`config.mk`:
```
export PLATFORM = sky130hd
export DESIGN_NAME = lcd_top
export DESIGN_NICKNAME = d
export VERILOG_FILES = /design/src/lcd_pkg.sv /design/src/lcd_cfg_regs.sv /design/src/lcd_cmd_fifo.sv /design/src/lcd_text_writer.sv /design/src/lcd_bus_ctrl.sv /design/src/lcd_top.sv
export SDC_FILE = /design/constraint.sdc
export NUM_CORES = 1
export LEC_CHECK = 0
export BUFFER_PORTS_ARGS = -buffer_cell sky130_fd_sc_hd__buf_4
export CELL_PAD_IN_SITES_DETAIL_PLACEMENT = 0
export CELL_PAD_IN_SITES_GLOBAL_PLACEMENT = 2
export CORE_MARGIN = 1
export CORE_UTILIZATION = 44
export DETAILED_ROUTE_END_ITERATION = 10
export PLACE_DENSITY = 0.82
export SKIP_LAST_GASP = 1
export SYNTH_ARGS = -nofsm -noshare
export SYNTH_HDL_FRONTEND = slang
export SYNTH_HIERARCHICAL = 1
export SYNTH_SLANG_ARGS = --single-unit
```
`constraint.sdc`:
```
create_clock -name clk -period 3.15 [get_ports clk]
set_clock_uncertainty 0.05 [all_clocks]
set_input_delay 0.7875 -clock clk [delete_from_list [all_inputs] [get_ports clk]]
set_output_delay 0.7875 -clock clk [all_outputs]
set_load 0.02 [all_outputs]
```
`src/lcd_pkg.sv`:
```
package lcd_pkg;

	// display-mode bits, msb first
	typedef struct packed {
		logic lines;     // 1 = two lines
		logic font;      // 1 = 5x10 dots
		logic disp_on;
		logic cursor_on;
		logic blink;
		logic inc_dec;   // 1 = cursor moves right
		logic shift;     // shift display on write
	} mode_t;

	// one word on the lcd bus
	typedef struct packed {
		logic       rs;    // 1 = character data
		logic [7:0] data;
	} bus_word_t;

	localparam int bus_word_w = 9;

	// command opcode bases
	localparam logic [7:0] cmd_func_set   = 8'h30;
	localparam logic [7:0] cmd_disp_ctrl  = 8'h08;
	localparam logic [7:0] cmd_clear      = 8'h01;
	localparam logic [7:0] cmd_entry_mode = 8'h04;
	localparam logic [7:0] cmd_set_addr   = 8'h80;

	localparam logic [6:0] line2_addr = 7'h40;    // ddram start of line 2

	// timing in microseconds
	localparam int t_power_up   = 500;
	localparam int t_init_pulse = 10;    // e high per init command
	localparam int t_wait_func  = 50;
	localparam int t_wait_disp  = 50;
	localparam int t_wait_clear = 200;   // clear is the slow one
	localparam int t_wait_entry = 100;
	localparam int t_cmd_total  = 50;    // whole slot of one queued word
	localparam int t_e_rise     = 1;
	localparam int t_e_fall     = 14;

	localparam int line_cols = 16;

endpackage

```
`src/lcd_cfg_regs.sv`:
```
`timescale 1ns/1ps

module lcd_cfg_regs (
	input  logic           clk,
	input  logic           arst_n,
	input  logic           cfg_we,
	input  lcd_pkg::mode_t cfg_wdata,
	input  logic           reinit_ack,
	output lcd_pkg::mode_t mode,
	output logic           reinit_req
);

	import lcd_pkg::*;

	// one line and 5x10 font with display on and a blinking cursor
	localparam mode_t mode_rst = 7'h3C;

	always_ff @(posedge clk or negedge arst_n) begin
		if (!arst_n) begin
			mode <= mode_rst;
		end else if (cfg_we) begin
			mode <= cfg_wdata;
		end
	end

	// a new write beats a same-cycle ack
	always_ff @(posedge clk or negedge arst_n) begin
		if (!arst_n) begin
			reinit_req <= 1'b1;    // init runs right after reset
		end else if (cfg_we) begin
			reinit_req <= 1'b1;
		end else if (reinit_ack) begin
			reinit_req <= 1'b0;
		end
	end

endmodule

```
`src/lcd_cmd_fifo.sv`:
```
`timescale 1ns/1ps

module lcd_cmd_fifo #(
	parameter int width = 9,
	parameter int depth = 8
) (
	input  logic             clk,
	input  logic             arst_n,
	input  logic             wr_valid,
	output logic             wr_ready,
	input  logic [width-1:0] wr_data,
	output logic             rd_valid,
	input  logic             rd_ready,
	output logic [width-1:0] rd_data
);

	localparam int ptr_w = $clog2(depth);
	localparam int cnt_w = $clog2(depth + 1);

	logic [width-1:0] mem [depth];
	logic [ptr_w-1:0] wr_ptr;
	logic [ptr_w-1:0] rd_ptr;
	logic [cnt_w-1:0] count;
	logic             do_wr;
	logic             do_rd;

	// wrap at depth, which need not be a power of two
	function automatic logic [ptr_w-1:0] ptr_inc(input logic [ptr_w-1:0] p);
		if (p == ptr_w'(depth - 1)) begin
			return '0;
		end
		return p + 1'b1;
	endfunction

	assign wr_ready = (count != cnt_w'(depth));
	assign rd_valid = (count != '0);
	assign rd_data  = mem[rd_ptr];

	assign do_wr = wr_valid && wr_ready;
	assign do_rd = rd_valid && rd_ready;

	always_ff @(posedge clk or negedge arst_n) begin
		if (!arst_n) begin
			wr_ptr <= '0;
			rd_ptr <= '0;
			count  <= '0;
		end else begin
			if (do_wr) begin
				wr_ptr <= ptr_inc(wr_ptr);
			end
			if (do_rd) begin
				rd_ptr <= ptr_inc(rd_ptr);
			end
			if (do_wr && !do_rd) begin
				count <= count + 1'b1;
			end else if (do_rd && !do_wr) begin
				count <= count - 1'b1;
			end
		end
	end

	always_ff @(posedge clk) begin
		if (do_wr) begin
			mem[wr_ptr] <= wr_data;
		end
	end

endmodule

```
`src/lcd_text_writer.sv`:
```
`timescale 1ns/1ps

module lcd_text_writer (
	input  logic               clk,
	input  logic               arst_n,
	input  logic               init_start,
	input  logic               char_valid,
	output logic               char_ready,
	input  logic [7:0]         char_data,
	output logic               wr_valid,
	input  logic               wr_ready,
	output lcd_pkg::bus_word_t wr_word
);

	import lcd_pkg::*;

	logic       started;      // set once the display has been cleared
	logic       line;         // 0 = top line
	logic [4:0] col;          // 0 to line_cols
	logic       pend_valid;   // character waiting behind an address word
	logic [7:0] pend_char;
	logic       out_free;
	logic       take;
	logic       is_nl;
	logic       wrap;
	logic [7:0] addr_byte;

	assign out_free   = !wr_valid || wr_ready;
	assign char_ready = started && out_free && !pend_valid;
	assign take       = char_valid && char_ready;
	assign is_nl      = (char_data == 8'h0A);
	assign wrap       = !is_nl && (col == 5'(line_cols));

	// address of the line we are about to move to
	assign addr_byte = cmd_set_addr | {1'b0, (line ? 7'h00 : line2_addr)};

	always_ff @(posedge clk or negedge arst_n) begin
		if (!arst_n) begin
			started    <= 1'b0;
			wr_valid   <= 1'b0;
			pend_valid <= 1'b0;
			line       <= 1'b0;
			col        <= '0;
		end else begin
			if (init_start) begin
				started <= 1'b1;
			end
			if (out_free) begin
				if (pend_valid) begin
					wr_valid   <= 1'b1;
					pend_valid <= 1'b0;
				end else begin
					wr_valid   <= take;
					pend_valid <= take && wrap;
				end
			end
			if (init_start) begin    // cursor home after clear
				line <= 1'b0;
				col  <= '0;
			end else if (take) begin
				if (is_nl) begin
					line <= ~line;
					col  <= '0;
				end else if (wrap) begin
					line <= ~line;
					col  <= 5'd1;     // the wrapped char lands in column 0
				end else begin
					col <= col + 1'b1;
				end
			end
		end
	end

	always_ff @(posedge clk) begin
		if (out_free) begin
			if (pend_valid) begin
				wr_word <= '{rs: 1'b1, data: pend_char};
			end else if (take) begin
				if (is_nl || wrap) begin
					wr_word <= '{rs: 1'b0, data: addr_byte};
				end else begin
					wr_word <= '{rs: 1'b1, data: char_data};
				end
			end
		end
		if (take && wrap) begin
			pend_char <= char_data;
		end
	end

endmodule

```
`src/lcd_bus_ctrl.sv`:
```
`timescale 1ns/1ps

module lcd_bus_ctrl #(
	parameter int clk_per_us = 25
) (
	input  logic               clk,
	input  logic               arst_n,
	input  lcd_pkg::mode_t     mode,
	input  logic               reinit_req,
	output logic               reinit_ack,
	input  logic               rd_valid,
	output logic               rd_ready,
	input  lcd_pkg::bus_word_t rd_word,
	output logic               init_start,
	output logic               init_done,
	output logic               e,
	output logic               rs,
	output logic [7:0]         lcd_data
);

	import lcd_pkg::*;

	localparam int cnt_w = $clog2(t_power_up * clk_per_us + 1);

	// init phase boundaries in us, counted from the first command
	localparam int p_disp  = t_init_pulse + t_wait_func;
	localparam int p_clear = p_disp + t_init_pulse + t_wait_disp;
	localparam int p_entry = p_clear + t_init_pulse + t_wait_clear;
	localparam int p_end   = p_entry + t_init_pulse + t_wait_entry;

	localparam logic [cnt_w-1:0] c_pwr_last  = cnt_w'(t_power_up * clk_per_us - 1);
	localparam logic [cnt_w-1:0] c_pulse     = cnt_w'(t_init_pulse * clk_per_us);
	localparam logic [cnt_w-1:0] c_disp      = cnt_w'(p_disp * clk_per_us);
	localparam logic [cnt_w-1:0] c_clear     = cnt_w'(p_clear * clk_per_us);
	localparam logic [cnt_w-1:0] c_entry     = cnt_w'(p_entry * clk_per_us);
	localparam logic [cnt_w-1:0] c_init_last = cnt_w'(p_end * clk_per_us - 1);
	localparam logic [cnt_w-1:0] c_e_rise    = cnt_w'(t_e_rise * clk_per_us);
	localparam logic [cnt_w-1:0] c_e_fall    = cnt_w'(t_e_fall * clk_per_us);
	localparam logic [cnt_w-1:0] c_hold_last = cnt_w'(t_cmd_total * clk_per_us - 1);

	typedef enum logic [1:0] {
		st_pwr,
		st_init,
		st_idle,
		st_hold
	} state_t;

	state_t           state;
	logic [cnt_w-1:0] cnt;
	logic [cnt_w-1:0] cnt_nxt;
	mode_t            mode_q;     // mode frozen for this init run
	logic             init_e;
	logic [7:0]       init_byte;

	assign cnt_nxt  = cnt + 1'b1;
	assign rd_ready = (state == st_idle) && init_done && !reinit_req;

	// init command on the bus for the current count
	always_comb begin
		init_e    = 1'b0;
		init_byte = 8'h00;
		if (cnt < c_pulse) begin
			init_e    = 1'b1;
			init_byte = cmd_func_set | {4'b0, mode_q.lines, mode_q.font, 2'b0};
		end else if (cnt >= c_disp && cnt < c_disp + c_pulse) begin
			init_e    = 1'b1;
			init_byte = cmd_disp_ctrl | {5'b0, mode_q.disp_on, mode_q.cursor_on, mode_q.blink};
		end else if (cnt >= c_clear && cnt < c_clear + c_pulse) begin
			init_e    = 1'b1;
			init_byte = cmd_clear;
		end else if (cnt >= c_entry && cnt < c_entry + c_pulse) begin
			init_e    = 1'b1;
			init_byte = cmd_entry_mode | {6'b0, mode_q.inc_dec, mode_q.shift};
		end
	end

	always_ff @(posedge clk or negedge arst_n) begin
		if (!arst_n) begin
			state      <= st_idle;
			cnt        <= '0;
			init_done  <= 1'b0;
			init_start <= 1'b0;
			reinit_ack <= 1'b0;
			e          <= 1'b0;
			rs         <= 1'b0;
			lcd_data   <= 8'h00;
		end else begin
			init_start <= 1'b0;
			reinit_ack <= 1'b0;
			e          <= 1'b0;     // pins default low
			rs         <= 1'b0;
			lcd_data   <= 8'h00;
			case (state)
				st_pwr: begin
					if (cnt == c_pwr_last) begin
						cnt   <= '0;
						state <= st_init;
					end else begin
						cnt <= cnt_nxt;
					end
				end
				st_init: begin
					e        <= init_e;
					lcd_data <= init_byte;
					if (cnt == c_init_last) begin
						cnt       <= '0;
						init_done <= 1'b1;
						state     <= st_idle;
					end else begin
						cnt <= cnt_nxt;
					end
				end
				st_idle: begin
					if (reinit_req) begin     // restart, fifo contents stay
						init_done  <= 1'b0;
						init_start <= 1'b1;
						reinit_ack <= 1'b1;
						cnt        <= '0;
						state      <= st_pwr;
					end else if (rd_valid && rd_ready) begin
						rs       <= rd_word.rs;
						lcd_data <= rd_word.data;
						cnt      <= '0;
						state    <= st_hold;
					end
				end
				st_hold: begin
					if (cnt == c_hold_last) begin
						cnt   <= '0;
						state <= st_idle;
					end else begin
						rs       <= rs;     // word held for the whole slot
						lcd_data <= lcd_data;
						e        <= (cnt_nxt >= c_e_rise) && (cnt_nxt < c_e_fall);
						cnt      <= cnt_nxt;
					end
				end
				default: state <= st_idle;
			endcase
		end
	end

	always_ff @(posedge clk) begin
		if (state == st_idle && reinit_req) begin
			mode_q <= mode;
		end
	end

endmodule

```
`src/lcd_top.sv`:
```
`timescale 1ns/1ps

module lcd_top #(
	parameter int clk_per_us = 25,
	parameter int fifo_depth = 8
) (
	input  logic           clk,
	input  logic           arst_n,
	input  logic           char_valid,
	output logic           char_ready,
	input  logic [7:0]     char_data,
	input  logic           cfg_we,
	input  lcd_pkg::mode_t cfg_wdata,
	output logic           init_done,
	output logic           e,
	output logic           rs,
	output logic [7:0]     lcd_data
);

	import lcd_pkg::*;

	mode_t     mode;
	logic      reinit_req;
	logic      reinit_ack;
	logic      init_start;
	logic      wr_valid;
	logic      wr_ready;
	bus_word_t wr_word;
	logic      rd_valid;
	logic      rd_ready;
	bus_word_t rd_word;

	lcd_cfg_regs u_cfg (
		.clk        (clk),
		.arst_n     (arst_n),
		.cfg_we     (cfg_we),
		.cfg_wdata  (cfg_wdata),
		.reinit_ack (reinit_ack),
		.mode       (mode),
		.reinit_req (reinit_req)
	);

	lcd_text_writer u_writer (
		.clk        (clk),
		.arst_n     (arst_n),
		.init_start (init_start),
		.char_valid (char_valid),
		.char_ready (char_ready),
		.char_data  (char_data),
		.wr_valid   (wr_valid),
		.wr_ready   (wr_ready),
		.wr_word    (wr_word)
	);

	lcd_cmd_fifo #(
		.width (bus_word_w),
		.depth (fifo_depth)
	) u_fifo (
		.clk      (clk),
		.arst_n   (arst_n),
		.wr_valid (wr_valid),
		.wr_ready (wr_ready),
		.wr_data  (wr_word),
		.rd_valid (rd_valid),
		.rd_ready (rd_ready),
		.rd_data  (rd_word)
	);

	lcd_bus_ctrl #(
		.clk_per_us (clk_per_us)
	) u_ctrl (
		.clk        (clk),
		.arst_n     (arst_n),
		.mode       (mode),
		.reinit_req (reinit_req),
		.reinit_ack (reinit_ack),
		.rd_valid   (rd_valid),
		.rd_ready   (rd_ready),
		.rd_word    (rd_word),
		.init_start (init_start),
		.init_done  (init_done),
		.e          (e),
		.rs         (rs),
		.lcd_data   (lcd_data)
	);

endmodule

```
==> impl_metrics.tcl <==
set metrics [dict create \
    layout_commonest_cell "edfxtp_1" \
    power_frac_seq_pct 51.0 \
    crit_fanout 6 \
    power_switching_mw 0.827 \
    final_util_pct 51.6 \
    peakVddDrop_v 0.000366 \
    clock_sinks 151 \
    worst_path_max_delay_cell "or4_1" \
    p_per_area_mw_per_mm2 503 \
    cts_tree "yes" \
    syn_avg_cell_area_um2 12.8 \
    async_flop_share_pct 36.4 \
    max-cap-violations 0 \
    drc_errors 0 \
    crit_path_end_kind "flip-flop" \
    antenna_found_initial 0 \
    ioPinCount 31 \
    p_clk_share_pct 47.6 \
    die-area_mm2 0.0170 \
    dr.max_layer_used "met4" \
    placed_area_mm2 0.00768 \
    min_period_ns 2.93 \
    cts_hold_buffers 0 \
    cp_cell_sequence "inv_1 > ha_1 > nor2b_1 > and2_1 > o41ai_2 > ha_1 > inv_1 > ha_1 > or4_1 > o211ai_1 > o211ai_1" \
    cts_buffers 17 \
    syn_to_final_growth_pct 14.0 \
    required_ns 3.40 \
    timing.final.crit_share_pct 92.9 \
    nets 634 \
    multiInputGateArea_mm2 0.00274 \
    swShare_pct 19.9 \
    wl_met3_um 548 \
    met1_length_um 7410 \
    worstSetupPathType "flip-flop to flip-flop" \
    startpoint_type "flip-flop" \
    track_usage_pct 20.1 \
    fmax_mhz 342 \
    initial_core_util_pct 45.2 \
    final_cell_area_mm2 0.00825 \
    port_buffers 30 \
    yosysSeqAreaShare_pct 58.9 \
    wirelength_um 15500 \
    avgRoutedWirePerCell_um 18.8 \
    die_width_um 130 \
    fillers 1414 \
    crit_top_cell "ha_1" \
    ys_ff_latch 151 \
    post-cts-setup-buffer-count 0 \
    cts_max_path_buffers 2 \
    pwr-share-comb_pct 1.4 \
    fp.dieH_um 130 \
    p_int_mw 3.32 \
    final_cell_mix "edfxtp_1 (96), nand2_1 (63), dfrtp_1 (49)" \
    netlist_instances 564 \
    fin_tns_setup_ns 0 \
    status "complete, no violations" \
    whs_ns 0.370 \
    htreeDepth 4 \
    gp_congestion 0.828 \
    clk_pin_slew_ns 0.06 \
    drt_iter0_drc 293 \
    synth_edf_count 96 \
    cellLeakagePower_nw 3.04 \
    grt_max_degree 56 \
    dr_wl_met2_um 7290 \
    critPathBufInv 2 \
    grt_pass1_wl_um 25000 \
    slew_viol_final 0 \
    ys_warn_count 6 \
    postRouteAntennaNets 0 \
    timing_hold_violations_final 0 \
    post_drt_via_cell_ratio 5.57 \
    first_pass_iters 5 \
    ys_types 80 \
    finalSetupViolations 0 \
    coreArea_mm2 0.0160 \
    drive_gt1_share_pct 22.5 \
    post_cts_resized 0 \
    synth_fp_nets 602 \
    grt_remaining_overflow 0 \
    synthFlopType "edfxtp_1" \
    arrival_ns 3.18 \
    max_stage_delay_ns 0.53 \
    dpl.hpwl_um 10600 \
    vias 4586 \
    seq_area_mm2 0.00427 \
    diodes 0 \
    worst_skew_pair.late_latency_ns 0.43 \
    hold_class "primary input to async pin" \
    grt_pass1_vias 4558 \
    worst_pin_slew_ns 0.870 \
    cts-root-buf "clkbuf_16" \
    slew_headroom_pct 42.0 \
    rows 46 \
    rsz0062_at_grt "no" \
    critPathTopFamily "adder cells" \
    synth.cell_area_mm2 0.00724 \
]
==> layer usage <==
| metal | vias up | GRT usage (%) |
|---|---|---|
| met5 | - | 0 |
| met4 | 0 | 8.00 |
| met3 | 22 | 3.98 |
| met2 | 99 | 31.3 |
| met1 | 2263 | 27.7 |
| li1 | 2202 | - |
==> power groups by stage <==
stage               sequential, mW  combinational [mW]  clock (mW)
global placement              2.15              0.0599           0
global route                  2.12              0.0680        2.09
floorplan                     2.15              0.0240           0
finish                        2.12              0.0600        1.98
detailed placement            2.16              0.0617           0
CTS                           2.12              0.0621        2.02
==> sequential cells by signal (all words and copies together), names as in the netlist, 3 cells and up <==
register and flops:
u_ctrl/mode_q 7, u_ctrl/lcd_data 8, u_writer/wr_word 9, u_fifo/mem 72, u_fifo/count 4, u_cfg/mode 7
u_fifo/rd_ptr 3, u_writer/col 5, u_ctrl/cnt 14, u_writer/pend_char 8, u_fifo/wr_ptr 3
==> cell families after synthesis <==
kind of cell | Yosys count | synth area share, %
AO/OA/AOI/OAI | 110 | 10.1
adder cells (fa/ha/maj) | 19 | 3.39
multiplexers | 45 | 10.1
flip-flops | 151 | 58.9
XOR/XNOR | 4 | 0.484
buffers and inverters | 49 | 3.15
AND/OR/NAND/NOR | 186 | 13.8
==> worst paths after layout <==
kind / cells past startpoint / to / startpoint / slack (ns)
worst min-delay path: 1 / u_ctrl/cnt[3]$_DFFE_PN0P_ / arst_n / 0.37
min in group clk: 0 / u_ctrl/mode_q[0]$_DFFE_PP_ / u_cfg/mode[0]$_DFFE_PN0P_ / 0.41
worst max register to register: 11 / u_fifo/count[3]$_DFFE_PN0P_ / u_ctrl/state[0]$_DFFE_PN0P_ / 0.22
worst min register to register: 0 / u_ctrl/mode_q[0]$_DFFE_PP_ / u_cfg/mode[0]$_DFFE_PN0P_ / 0.41
max in group asynchronous: 1 / u_writer/col[3]$_DFFE_PN0P_ / arst_n / 2.21
worst max-delay path: 11 / u_fifo/count[3]$_DFFE_PN0P_ / u_ctrl/state[0]$_DFFE_PN0P_ / 0.22
==> layout make-up <==
class | count | share of cell area (%)
clock buffers | 20 | 5.41
clock inverters | 11 | 1.53
inverters | 18 | 0.819
multi-input cells | 364 | 33.3
flip-flops and latches | 151 | 51.7
well taps | 216 | 3.28
repair buffers | 44 | 4.00
==> per-stage QoR <==
stage / instances / total power, mW / setup WS, ns
global route: 824 / 4.27 / 0.0599
floorplan: 564 / 2.18 / 0.422
global placement: 793 / 2.21 / 0.354
finish: 824 / 4.15 / 0.225
detailed placement: 793 / 2.22 / 0.239
CTS: 824 / 4.20 / 0.222
==> Yosys cell counts, types with 5 or more instances <==
cell type,number,share of area (%)
ha_1,18,3.1
buf_2,8,0.55
inv_1,17,0.88
mux2_2,10,1.6
mux2i_1,6,0.83
or3_1,7,0.60
nor2b_1,5,0.43
clkbuf_1,14,0.73
a21oi_1,25,1.7
and3_1,8,0.69
nor2_1,21,1.1
a31oi_1,9,0.78
nand2b_1,7,0.60
nor3_1,14,0.97
nand3_1,20,1.4
o21ai_0,30,2.1
and2_1,6,0.52
edfxtp_1,96,40
dfrtp_1,49,17
mux2_4,8,1.7
mux4_2,18,5.6
dfstp_2,6,2.2
nand2_1,63,3.3
No activity file was read; power rests on OpenSTA's default activity.
